==> src/tx_pkg.sv <==
package tx_pkg;

  ////////////////////////////////////////////////////////////
  // Sizes and codes
  ////////////////////////////////////////////////////////////

  localparam int nb_queues       = 4;
  localparam int queue_id_width  = 2;
  localparam int head_width      = 8;
  localparam int flit_bytes      = 64;
  localparam int flit_width      = 512;
  localparam int dwords_per_flit = 16;
  localparam int fifo_depth      = 8;

  // Descriptor ids keep fetch reads apart from packet reads.
  localparam logic [7:0] dsc_tag_id = 8'd2;
  localparam logic [7:0] pkt_tag_id = 8'd1;

  localparam logic [1:0] reg_tail      = 2'd0;
  localparam logic [1:0] reg_base_lo   = 2'd1;
  localparam logic [1:0] reg_base_hi   = 2'd2;
  localparam logic [1:0] reg_ring_size = 2'd3;

  ////////////////////////////////////////////////////////////
  // Bundles
  ////////////////////////////////////////////////////////////

  typedef struct packed {
    logic                      valid;
    logic [queue_id_width-1:0] queue;
    logic [1:0]                sel;
    logic [31:0]               data;
  } mmio_wr_t;

  typedef struct packed {
    logic [queue_id_width-1:0] queue;
    logic [head_width-1:0]     head;
    logic [head_width-1:0]     tail;
    logic [63:0]               base;
  } ring_req_t;

  // Destination address of a mover read. Ring state rides in the address.
  typedef struct packed {
    logic [63-1-head_width-queue_id_width-6:0] pad;
    logic                                      dsc;
    logic [head_width-1:0]                     head;
    logic [queue_id_width-1:0]                 queue;
    logic [5:0]                                align;
  } rddm_dst_addr_t;

  typedef struct packed {
    logic [63:0]    src;
    rddm_dst_addr_t dst;
    logic [31:0]    nb_dwords;
    logic [7:0]     dsc_id;
  } rddm_req_t;

  typedef struct packed {
    logic [flit_width-64-32-1:0] pad;
    logic [31:0]                 length;
    logic [63:0]                 addr;
  } tx_dsc_t;

  // One mover word. The address flag says which view holds.
  typedef union packed {
    tx_dsc_t               dsc;
    logic [flit_width-1:0] flit;
  } tx_wr_word_u;

  typedef struct packed {
    logic           valid;
    rddm_dst_addr_t addr;
    tx_wr_word_u    data;
  } rddm_wr_t;

  typedef struct packed {
    logic [queue_id_width-1:0] queue;
    logic [31:0]               total_bytes;
    logic [head_width-1:0]     head;
  } meta_t;

  typedef struct packed {
    logic                  valid;
    logic                  sop;
    logic                  eop;
    logic [flit_width-1:0] data;
  } pkt_out_t;

  typedef struct packed {
    logic                      valid;
    logic [queue_id_width-1:0] queue;
    logic [head_width-1:0]     head;
  } head_upd_t;

endpackage

==> src/tx_sync_fifo.sv <==
`timescale 1ns/1ns

module tx_sync_fifo #(
  parameter type data_t = logic
) (
  input  logic  clk,
  input  logic  rst,
  input  logic  push,
  input  data_t push_data,
  output logic  full,
  input  logic  pop,
  output data_t pop_data,
  output logic  not_empty
);

  data_t                                  mem [tx_pkg::fifo_depth];
  logic [$clog2(tx_pkg::fifo_depth)-1:0]  wr_ptr;
  logic [$clog2(tx_pkg::fifo_depth)-1:0]  rd_ptr;
  logic [$clog2(tx_pkg::fifo_depth):0]    count;
  logic                                   push_ok;
  logic                                   pop_ok;

  assign full      = count == tx_pkg::fifo_depth;
  assign not_empty = count != '0;
  assign push_ok   = push && !full;
  assign pop_ok    = pop && not_empty;
  // Show-ahead read.
  assign pop_data  = mem[rd_ptr];

  always_ff @(posedge clk) begin
    if (push_ok) begin
      mem[wr_ptr] <= push_data;
    end
    if (rst) begin
      wr_ptr <= '0;
      rd_ptr <= '0;
      count  <= '0;
    end else begin
      if (push_ok) begin
        wr_ptr <= wr_ptr + 1'b1;
      end
      if (pop_ok) begin
        rd_ptr <= rd_ptr + 1'b1;
      end
      if (push_ok && !pop_ok) begin
        count <= count + 1'b1;
      end else if (pop_ok && !push_ok) begin
        count <= count - 1'b1;
      end
    end
  end

  assert property (@(posedge clk) disable iff (rst) !(push && full) && !(pop && !not_empty));

endmodule

==> src/tx_mmio_decode.sv <==
`timescale 1ns/1ns

module tx_mmio_decode (
  input  logic                          clk,
  input  logic                          rst,
  input  tx_pkg::mmio_wr_t              mmio_wr,
  input  logic [tx_pkg::nb_queues-1:0]  ring_busy,
  output tx_pkg::mmio_wr_t              ring_wr [tx_pkg::nb_queues],
  output logic [tx_pkg::head_width:0]   ring_size,
  output logic [tx_pkg::head_width-1:0] ring_mask,
  output logic [31:0]                   ignored_dsc_cnt
);

  logic is_tail;
  logic drop;

  // A tail write to a ring that is still fetching is lost.
  assign is_tail = mmio_wr.valid && mmio_wr.sel == tx_pkg::reg_tail;
  assign drop    = is_tail && ring_busy[mmio_wr.queue];

  always_ff @(posedge clk) begin
    for (int i = 0; i < tx_pkg::nb_queues; i++) begin
      ring_wr[i] <= mmio_wr;
      ring_wr[i].valid <= mmio_wr.valid && !drop && mmio_wr.queue == i &&
                          mmio_wr.sel != tx_pkg::reg_ring_size;
    end
    // Ring size is a power of two.
    ring_mask <= ring_size[tx_pkg::head_width-1:0] - 1'b1;
    if (rst) begin
      for (int i = 0; i < tx_pkg::nb_queues; i++) begin
        ring_wr[i].valid <= 1'b0;
      end
      ring_size       <= {1'b1, {tx_pkg::head_width{1'b0}}};
      ignored_dsc_cnt <= '0;
    end else begin
      if (mmio_wr.valid && mmio_wr.sel == tx_pkg::reg_ring_size) begin
        ring_size <= mmio_wr.data[tx_pkg::head_width:0];
      end
      if (drop) begin
        ignored_dsc_cnt <= ignored_dsc_cnt + 1'b1;
      end
    end
  end

endmodule

==> src/tx_ring_ctx.sv <==
`timescale 1ns/1ns

module tx_ring_ctx (
  input  logic                          clk,
  input  logic                          rst,
  input  tx_pkg::mmio_wr_t              ring_wr,
  input  logic                          ring_ack,
  input  logic [tx_pkg::head_width-1:0] ring_mask,
  output logic                          ring_pend,
  output logic                          ring_busy,
  output tx_pkg::ring_req_t             ring_req
);

  logic [63:0]                       base_q;
  logic [tx_pkg::head_width-1:0]     tail_q;
  logic [tx_pkg::head_width-1:0]     head_q;
  logic [tx_pkg::queue_id_width-1:0] queue_q;
  logic [tx_pkg::head_width-1:0]     new_tail;
  logic                              tail_wr;
  logic                              raise;

  assign new_tail = ring_wr.data[tx_pkg::head_width-1:0] & ring_mask;
  assign tail_wr  = ring_wr.valid && ring_wr.sel == tx_pkg::reg_tail;
  assign raise    = tail_wr && new_tail != head_q;

  // Busy also covers a tail write that lands this cycle.
  assign ring_busy = ring_pend || raise;

  // Head only moves on ack, so it stays frozen while a fetch waits.
  assign ring_req = '{queue: queue_q, head: head_q, tail: tail_q, base: base_q};

  always_ff @(posedge clk) begin
    if (ring_wr.valid && ring_wr.sel == tx_pkg::reg_base_lo) begin
      base_q[31:0] <= ring_wr.data;
    end
    if (ring_wr.valid && ring_wr.sel == tx_pkg::reg_base_hi) begin
      base_q[63:32] <= ring_wr.data;
    end
    if (raise) begin
      queue_q <= ring_wr.queue;
    end
    if (rst) begin
      ring_pend <= 1'b0;
      tail_q    <= '0;
      head_q    <= '0;
    end else begin
      if (tail_wr) begin
        tail_q <= new_tail;
      end
      if (ring_ack) begin
        ring_pend <= 1'b0;
        head_q    <= tail_q;
      end
      if (raise) begin
        ring_pend <= 1'b1;
      end
    end
  end

  // The decoder holds back tail writes for a ring with a fetch in flight.
  assert property (@(posedge clk) disable iff (rst) tail_wr |-> !ring_pend);

endmodule

==> src/tx_fetch_arbiter.sv <==
`timescale 1ns/1ns

module tx_fetch_arbiter (
  input  logic                         clk,
  input  logic                         rst,
  input  logic [tx_pkg::nb_queues-1:0] ring_pend,
  input  tx_pkg::ring_req_t            ring_req [tx_pkg::nb_queues],
  input  logic [tx_pkg::head_width:0]  ring_size,
  input  logic                         dsc_rd_ready,
  output logic [tx_pkg::nb_queues-1:0] ring_ack,
  output logic                         dsc_rd_valid,
  output tx_pkg::rddm_req_t            dsc_rd
);

  logic [tx_pkg::queue_id_width-1:0] last_q;
  logic [tx_pkg::queue_id_width-1:0] grant_q;
  logic                              grant_ok;
  logic                              free;
  logic                              take;
  logic                              wraps;
  logic                              second_pend;
  tx_pkg::ring_req_t                 sel;
  tx_pkg::rddm_req_t                 first_req;
  tx_pkg::rddm_req_t                 second_req;
  tx_pkg::rddm_req_t                 second_q;

  // Round robin. The search starts one past the last grant.
  always_comb begin
    logic [tx_pkg::queue_id_width-1:0] idx;
    grant_ok = 1'b0;
    grant_q  = last_q;
    for (int k = 1; k <= tx_pkg::nb_queues; k++) begin
      idx = last_q + k[tx_pkg::queue_id_width-1:0];
      if (!grant_ok && ring_pend[idx]) begin
        grant_ok = 1'b1;
        grant_q  = idx;
      end
    end
  end

  assign free = !dsc_rd_valid || dsc_rd_ready;
  assign take = free && !second_pend && grant_ok;

  always_comb begin
    ring_ack          = '0;
    ring_ack[grant_q] = take;
  end

  ////////////////////////////////////////////////////////////
  // Request forming
  ////////////////////////////////////////////////////////////

  always_comb begin
    sel   = ring_req[grant_q];
    wraps = !(sel.tail > sel.head);
    first_req           = '0;
    first_req.src       = sel.base + 64'(sel.head) * tx_pkg::flit_bytes;
    first_req.dst.dsc   = 1'b1;
    first_req.dst.head  = sel.head;
    first_req.dst.queue = sel.queue;
    first_req.dsc_id    = tx_pkg::dsc_tag_id;
    if (wraps) begin
      // Read up to the ring end first.
      first_req.nb_dwords = (32'(ring_size) - 32'(sel.head)) * tx_pkg::dwords_per_flit;
    end else begin
      first_req.nb_dwords = 32'(sel.tail - sel.head) * tx_pkg::dwords_per_flit;
    end
    second_req           = first_req;
    second_req.src       = sel.base;
    second_req.dst.head  = '0;
    second_req.nb_dwords = 32'(sel.tail) * tx_pkg::dwords_per_flit;
  end

  always_ff @(posedge clk) begin
    if (rst) begin
      dsc_rd_valid <= 1'b0;
      second_pend  <= 1'b0;
      last_q       <= '0;
    end else if (free) begin
      if (second_pend) begin
        dsc_rd_valid <= 1'b1;
        dsc_rd       <= second_q;
        second_pend  <= 1'b0;
      end else if (grant_ok) begin
        dsc_rd_valid <= 1'b1;
        dsc_rd       <= first_req;
        second_q     <= second_req;
        second_pend  <= wraps && sel.tail != '0;
        last_q       <= grant_q;
      end else begin
        dsc_rd_valid <= 1'b0;
      end
    end
  end

endmodule

==> src/tx_rddm_sink.sv <==
`timescale 1ns/1ns

module tx_rddm_sink (
  input  logic                          clk,
  input  logic                          rst,
  input  tx_pkg::rddm_wr_t              rddm_wr,
  input  logic [tx_pkg::head_width-1:0] ring_mask,
  output logic                          req_push,
  output tx_pkg::rddm_req_t             req_data,
  output logic                          meta_push,
  output tx_pkg::meta_t                 meta_data,
  output logic                          flit_valid,
  output logic [tx_pkg::flit_width-1:0] flit
);

  tx_pkg::tx_dsc_t                   dsc;
  tx_pkg::rddm_dst_addr_t            dst;
  logic                              is_dsc;
  logic                              new_queue;
  logic                              push_q;
  logic                              last_valid;
  logic [tx_pkg::queue_id_width-1:0] last_queue;
  logic [tx_pkg::head_width-1:0]     last_head;
  logic [tx_pkg::head_width-1:0]     head;

  assign dsc    = rddm_wr.data.dsc;
  assign dst    = rddm_wr.addr;
  assign is_dsc = rddm_wr.valid && dst.dsc;

  // Descriptors of one queue arrive in ring order.
  assign new_queue = !last_valid || dst.queue != last_queue;
  assign head      = new_queue ? dst.head : (last_head + 1'b1) & ring_mask;

  // Packet words go straight on.
  assign flit_valid = rddm_wr.valid && !dst.dsc;
  assign flit       = rddm_wr.data.flit;

  assign req_push  = push_q;
  assign meta_push = push_q;

  always_ff @(posedge clk) begin
    if (is_dsc) begin
      req_data.src       <= dsc.addr;
      req_data.dst       <= dst;
      req_data.dst.dsc   <= 1'b0;
      req_data.nb_dwords <= ((dsc.length - 32'd1) >> 2) + 32'd1;
      req_data.dsc_id    <= tx_pkg::pkt_tag_id;
      meta_data <= '{queue: dst.queue, total_bytes: dsc.length, head: head};
      last_queue <= dst.queue;
      last_head  <= head;
    end
    if (rst) begin
      push_q     <= 1'b0;
      last_valid <= 1'b0;
    end else begin
      push_q <= is_dsc;
      if (is_dsc) begin
        last_valid <= 1'b1;
      end
    end
  end

  assert property (@(posedge clk) disable iff (rst) is_dsc |-> dsc.length != '0);

endmodule

==> src/tx_pkt_emitter.sv <==
`timescale 1ns/1ns

module tx_pkt_emitter (
  input  logic                          clk,
  input  logic                          rst,
  input  logic                          flit_valid,
  input  logic [tx_pkg::flit_width-1:0] flit,
  input  logic                          meta_valid,
  input  tx_pkg::meta_t                 meta,
  input  logic [tx_pkg::head_width-1:0] ring_mask,
  output logic                          meta_pop,
  output tx_pkg::pkt_out_t              pkt_out,
  output tx_pkg::head_upd_t             head_upd
);

  logic [31:0]                       pending_q;
  logic [31:0]                       rem;
  logic [31:0]                       next_pending;
  logic                              first;
  logic [tx_pkg::queue_id_width-1:0] cur_queue;
  logic [tx_pkg::queue_id_width-1:0] queue;
  logic [tx_pkg::head_width-1:0]     cur_head;
  logic [tx_pkg::head_width-1:0]     head;

  // No bytes pending means the next flit opens a descriptor.
  assign first    = pending_q == '0;
  assign meta_pop = flit_valid && first && meta_valid;

  always_comb begin
    rem   = first ? meta.total_bytes : pending_q;
    queue = first ? meta.queue : cur_queue;
    head  = first ? meta.head : cur_head;
    // Each flit is a full 64-byte packet.
    next_pending = (rem > tx_pkg::flit_bytes) ? rem - tx_pkg::flit_bytes : '0;
  end

  always_ff @(posedge clk) begin
    pkt_out.sop   <= flit_valid;
    pkt_out.eop   <= flit_valid;
    pkt_out.data  <= flit;
    head_upd.queue <= queue;
    head_upd.head  <= (head + 1'b1) & ring_mask;
    if (flit_valid) begin
      cur_queue <= queue;
      cur_head  <= head;
    end
    if (rst) begin
      pending_q      <= '0;
      pkt_out.valid  <= 1'b0;
      head_upd.valid <= 1'b0;
    end else begin
      pkt_out.valid  <= flit_valid;
      head_upd.valid <= flit_valid && next_pending == '0;
      if (flit_valid) begin
        pending_q <= next_pending;
      end
    end
  end

  // The descriptor write always beats its own packet data.
  assert property (@(posedge clk) disable iff (rst) flit_valid && first |-> meta_valid);

endmodule

==> src/tx_dma_top.sv <==
`timescale 1ns/1ns

module tx_dma_top (
  input  logic              clk,
  input  logic              rst,
  input  tx_pkg::mmio_wr_t  mmio_wr,
  input  logic              dsc_rd_ready,
  input  logic              pkt_rd_ready,
  input  tx_pkg::rddm_wr_t  rddm_wr,
  output logic              dsc_rd_valid,
  output tx_pkg::rddm_req_t dsc_rd,
  output logic              pkt_rd_valid,
  output tx_pkg::rddm_req_t pkt_rd,
  output tx_pkg::pkt_out_t  pkt_out,
  output tx_pkg::head_upd_t head_upd,
  output logic [31:0]       ignored_dsc_cnt
);

  tx_pkg::mmio_wr_t              ring_wr [tx_pkg::nb_queues];
  tx_pkg::ring_req_t             ring_req [tx_pkg::nb_queues];
  logic [tx_pkg::nb_queues-1:0]  ring_busy;
  logic [tx_pkg::nb_queues-1:0]  ring_pend;
  logic [tx_pkg::nb_queues-1:0]  ring_ack;
  logic [tx_pkg::head_width:0]   ring_size;
  logic [tx_pkg::head_width-1:0] ring_mask;
  logic                          req_push;
  tx_pkg::rddm_req_t             req_data;
  logic                          meta_push;
  tx_pkg::meta_t                 meta_data;
  logic                          meta_pop;
  logic                          meta_valid;
  tx_pkg::meta_t                 meta;
  logic                          flit_valid;
  logic [tx_pkg::flit_width-1:0] flit;

  ////////////////////////////////////////////////////////////
  // Descriptor fetch
  ////////////////////////////////////////////////////////////

  tx_mmio_decode decode_i (
    .clk             (clk),
    .rst             (rst),
    .mmio_wr         (mmio_wr),
    .ring_busy       (ring_busy),
    .ring_wr         (ring_wr),
    .ring_size       (ring_size),
    .ring_mask       (ring_mask),
    .ignored_dsc_cnt (ignored_dsc_cnt)
  );

  for (genvar i = 0; i < tx_pkg::nb_queues; i++) begin : g_ring
    tx_ring_ctx ctx_i (
      .clk       (clk),
      .rst       (rst),
      .ring_wr   (ring_wr[i]),
      .ring_ack  (ring_ack[i]),
      .ring_mask (ring_mask),
      .ring_pend (ring_pend[i]),
      .ring_busy (ring_busy[i]),
      .ring_req  (ring_req[i])
    );
  end

  tx_fetch_arbiter arb_i (
    .clk          (clk),
    .rst          (rst),
    .ring_pend    (ring_pend),
    .ring_req     (ring_req),
    .ring_size    (ring_size),
    .dsc_rd_ready (dsc_rd_ready),
    .ring_ack     (ring_ack),
    .dsc_rd_valid (dsc_rd_valid),
    .dsc_rd       (dsc_rd)
  );

  ////////////////////////////////////////////////////////////
  // Mover write path
  ////////////////////////////////////////////////////////////

  tx_rddm_sink sink_i (
    .clk        (clk),
    .rst        (rst),
    .rddm_wr    (rddm_wr),
    .ring_mask  (ring_mask),
    .req_push   (req_push),
    .req_data   (req_data),
    .meta_push  (meta_push),
    .meta_data  (meta_data),
    .flit_valid (flit_valid),
    .flit       (flit)
  );

  tx_sync_fifo #(.data_t(tx_pkg::rddm_req_t)) req_fifo_i (
    .clk       (clk),
    .rst       (rst),
    .push      (req_push),
    .push_data (req_data),
    .full      (),
    .pop       (pkt_rd_valid && pkt_rd_ready),
    .pop_data  (pkt_rd),
    .not_empty (pkt_rd_valid)
  );

  tx_sync_fifo #(.data_t(tx_pkg::meta_t)) meta_fifo_i (
    .clk       (clk),
    .rst       (rst),
    .push      (meta_push),
    .push_data (meta_data),
    .full      (),
    .pop       (meta_pop),
    .pop_data  (meta),
    .not_empty (meta_valid)
  );

  tx_pkt_emitter emit_i (
    .clk        (clk),
    .rst        (rst),
    .flit_valid (flit_valid),
    .flit       (flit),
    .meta_valid (meta_valid),
    .meta       (meta),
    .ring_mask  (ring_mask),
    .meta_pop   (meta_pop),
    .pkt_out    (pkt_out),
    .head_upd   (head_upd)
  );

endmodule

==> config.mk <==
export PLATFORM = sky130hd
export DESIGN_NAME = tx_dma_top
export DESIGN_NICKNAME = d
export VERILOG_FILES = /design/src/tx_pkg.sv /design/src/tx_sync_fifo.sv /design/src/tx_mmio_decode.sv /design/src/tx_ring_ctx.sv /design/src/tx_fetch_arbiter.sv /design/src/tx_rddm_sink.sv /design/src/tx_pkt_emitter.sv /design/src/tx_dma_top.sv
export SDC_FILE = /design/constraint.sdc
export NUM_CORES = 2
export LEC_CHECK = 0
export BUFFER_PORTS_ARGS = -buffer_cell sky130_fd_sc_hd__clkbuf_2
export CAP_MARGIN = 20
export CORE_AREA = 5 5 587 589
export DETAILED_ROUTE_END_ITERATION = 16
export DIE_AREA = 0 0 592 594
export PLACE_DENSITY_LB_ADDON = 0.2
export SLEW_MARGIN = 20
export SYNTH_ARGS = -nofsm -noshare
export SYNTH_HDL_FRONTEND = slang
export SYNTH_SLANG_ARGS = --single-unit
export TNS_END_PERCENT = 5
==> constraint.sdc <==
create_clock -name clk -period 16.75 [get_ports clk]
set_clock_uncertainty 0.2 [all_clocks]
set_input_delay 1.675 -clock clk [delete_from_list [all_inputs] [get_ports clk]]
set_output_delay 1.675 -clock clk [all_outputs]
set_load 0.01 [all_outputs]
==> metrics <==
status finished clean; layout cells sized above 1 35.0%; DRC 0; CP Max Fanout 63; most common library cells after synthesis edfxtp_1, dfxtp_1, mux4_2; setup bufs post-CTS 0; worst skew pair latency 910 ps; design area 0.131 mm^2; Area growth, synth to finish 22.0%; DPL Wire Length between 200000 and 300000 um; via count 59.3k; DRT Pass-1 Iters 6; Final setup viols 0; initial drt markers 4658; Slew HR 22.7%; Post-synth top flop edfxtp_1; share of the synthesized area in the top cell type roughly 63%; critical path class reg -> out; Sink Count about 3.0k; Final min period 7170 ps; RSZ-0062 raised after global routing no; IO Count 1514; Syn Inst Count 5832; Pwr Density 145 mW/mm^2; Mapped Area 0.107 mm^2; R2R setup slack 10110 ps; crit-path cells buf_4 -> buf_4 -> buf_4 -> mux4_2 -> mux2_2 -> clkbuf_2; die width 592 um; Worst Setup End Kind primary output; delay of the slowest critical-path stage 870 ps; Max Fclk 139 MHz; global route overflow 0; worst vdd ir 0.123 mV; CTS tree done; Critical R2R Launch g_ring[3].ctx_i.ring_pend$_SDFFE_PP0P_; maxcap violations 0; dpl cell area 0.119 mm^2; fin crit share 42.8%; max-slew violation count 0; Synth async-reset ratio 0%; crit path DAT 5300 ps; hold_buf cts 0; CTS Root Cell clkbuf_16; final hold violations 0; vias in the first global route 59.6k; RD Place Congestion 0.940; IO buf count approximately 1.4k; top-count cell post-synth edfxtp_1; # rows 214; slew at the pin closest to its max-slew limit 1130 ps; post-cts repair resize count 0; Avg Cell Area, Syn around 18 um^2; most frequent CP cell buf_4; worst hold path class reg -> reg; cell taking the most area after synthesis edfxtp_1; wire per inst 29.4 um; die height 594 um; initial antenna violation count 174; WP data required around 15000 ps; Min-Delay Startpoint emit_i.pending_q[21]$_SDFFE_PP0P_; #FFs+latches synth 2976; startpoint type of the worst setup path register; register area share after synthesis 76.5%; setup TNS 0 ps; Tot GR Track Use 19.9%; EDFF count, synth 2230; core area 0.339 mm^2; post-route ant nets 0; Die ar. roughly 0.35 mm^2; starting density of the core 31.6%; H-Tree Depth 5; Clock Tree Buf Depth 4; drt total wl 362000 um; Crit path buffers/inverters 4; Reg clk slew, reported paths 60 ps; CP max-delay cell buf_4; clock buffer count from CTS 337; post-synth cell types roughly 80; post-layout net count 8107; top cells by area, synth edfxtp_1, dfxtp_1, mux4_2, mux2_2, mux2i_1; pin count of the biggest net entering global routing around 150; largest delay contributor family on the critical path buffers and inverters; total leakage power 46.1 nW; first-pass GRT wire length 495000 um; Via-to-Cell Ratio 4.81; Yosys warnings 0
-- path summary, 6_finish.rpt --
check / end / cells after the start
min: emit_i.pending_q[21]$_SDFFE_PP0P_ / 2
min reg2reg: emit_i.pending_q[21]$_SDFFE_PP0P_ / 2
max reg2reg: arb_i.dsc_rd[166]$_DFFE_PP_ / 20
max: pkt_rd[23] / 6
-- logic make-up (layout without fill, tap and decap cells) --
group           Yosys count  in the layout  synth area share [%]
compound gates          445            445                  2.57
xor+xnor                152            152                  1.24
fa+ha+maj                46             46                 0.573
buf+inv                 416           2234                  1.95
flops                  2976           2976                  76.5
mux                     830            830                  12.7
other cells               2            136               0.00702
simple gates            965            965                  4.46
-- placed cells by master (no fill, tap or decap), types with 31 or more instances in the layout --
master,n
edfxtp_1,2230
clkbuf_2,1436
dfxtp_1,739
mux4_2,396
clkbuf_16,348
nor2_1,277
nand2_1,247
mux2_2,218
mux2i_1,214
a21oi_1,191
xnor2_1,90
inv_1,82
buf_4,81
conb_1,76
nand3_1,75
clkbuf_1,74
o21ai_0,69
clkinv_2,64
xor2_1,62
diode_2,60
and3_1,53
clkinv_1,48
nor2b_1,48
ha_1,41
nor3_1,40
a211oi_1,39
and2_1,31
-- routing by layer --
layer | share of wire [%] | routed length, um | up-vias | track usage [%]
li1 | - | - | 25700 | -
met1 | 41 | 150000 | 30600 | 26.1
met2 | 48 | 174000 | 2221 | 32.5
met3 | 7.1 | 25600 | 642 | 4.72
met4 | 3.5 | 12700 | 30 | 6.67
met5 | 0.048 | 175 | - | 0
-- per-stage QoR --
stage / power [mW] / std cells / hold WS (ps) / util (%) / setup WS, ps
CTS: 19.2 / 12300 / 273 / 38.5 / 9320
floorplan: 10.6 / 5906 / 237 / - / 4110
global route: 19.7 / 12300 / 294 / 38.5 / 9270
global placement: 11.8 / 11600 / 250 / 35.3 / 10260
finish: 18.9 / 12300 / 272 / 38.6 / 9580
detailed placement: 11.8 / 11600 / 257 / 35.3 / 10200
-- worst min-delay path: stages, from the launching register on --
cell and delay (ps):
dfxtp_1 320, nand2_1 60, a21oi_1 50
-- power breakdown --
part / leakage (nW) / switching (mW) / internal, mW
clock: 5.39 / 3.06 / 4.26
combinational: 14.4 / 1.89 / 1.31
sequential: 26.4 / 0.219 / 8.18
total: 46.1 / 5.17 / 13.8
-- registers in the layout, indices dropped and copies added (netlist names), 40 cells and up, named ones only --
name                 flops
arb_i.dsc_rd            84
g_ring.ctx_i.base_q    256
meta_fifo_i.mem        336
decode_i.ring_wr        40
sink_i.req_data        158
arb_i.second_q          74
emit_i.pkt_out         514
sink_i.meta_data        40
req_fifo_i.mem        1264
-- layout make-up --
type                       count  area [um^2]
multi-input combinational   2514        23500
antenna                       60          150
clock buffer                 449         9350
sequential                  2976        81900
inverter                      85          319
tap                         4536         5680
clock inverter               171         1690
timing repair buffer        1529         8010
fill                       31200       208000
No activity file was read; power rests on OpenSTA's default activity.
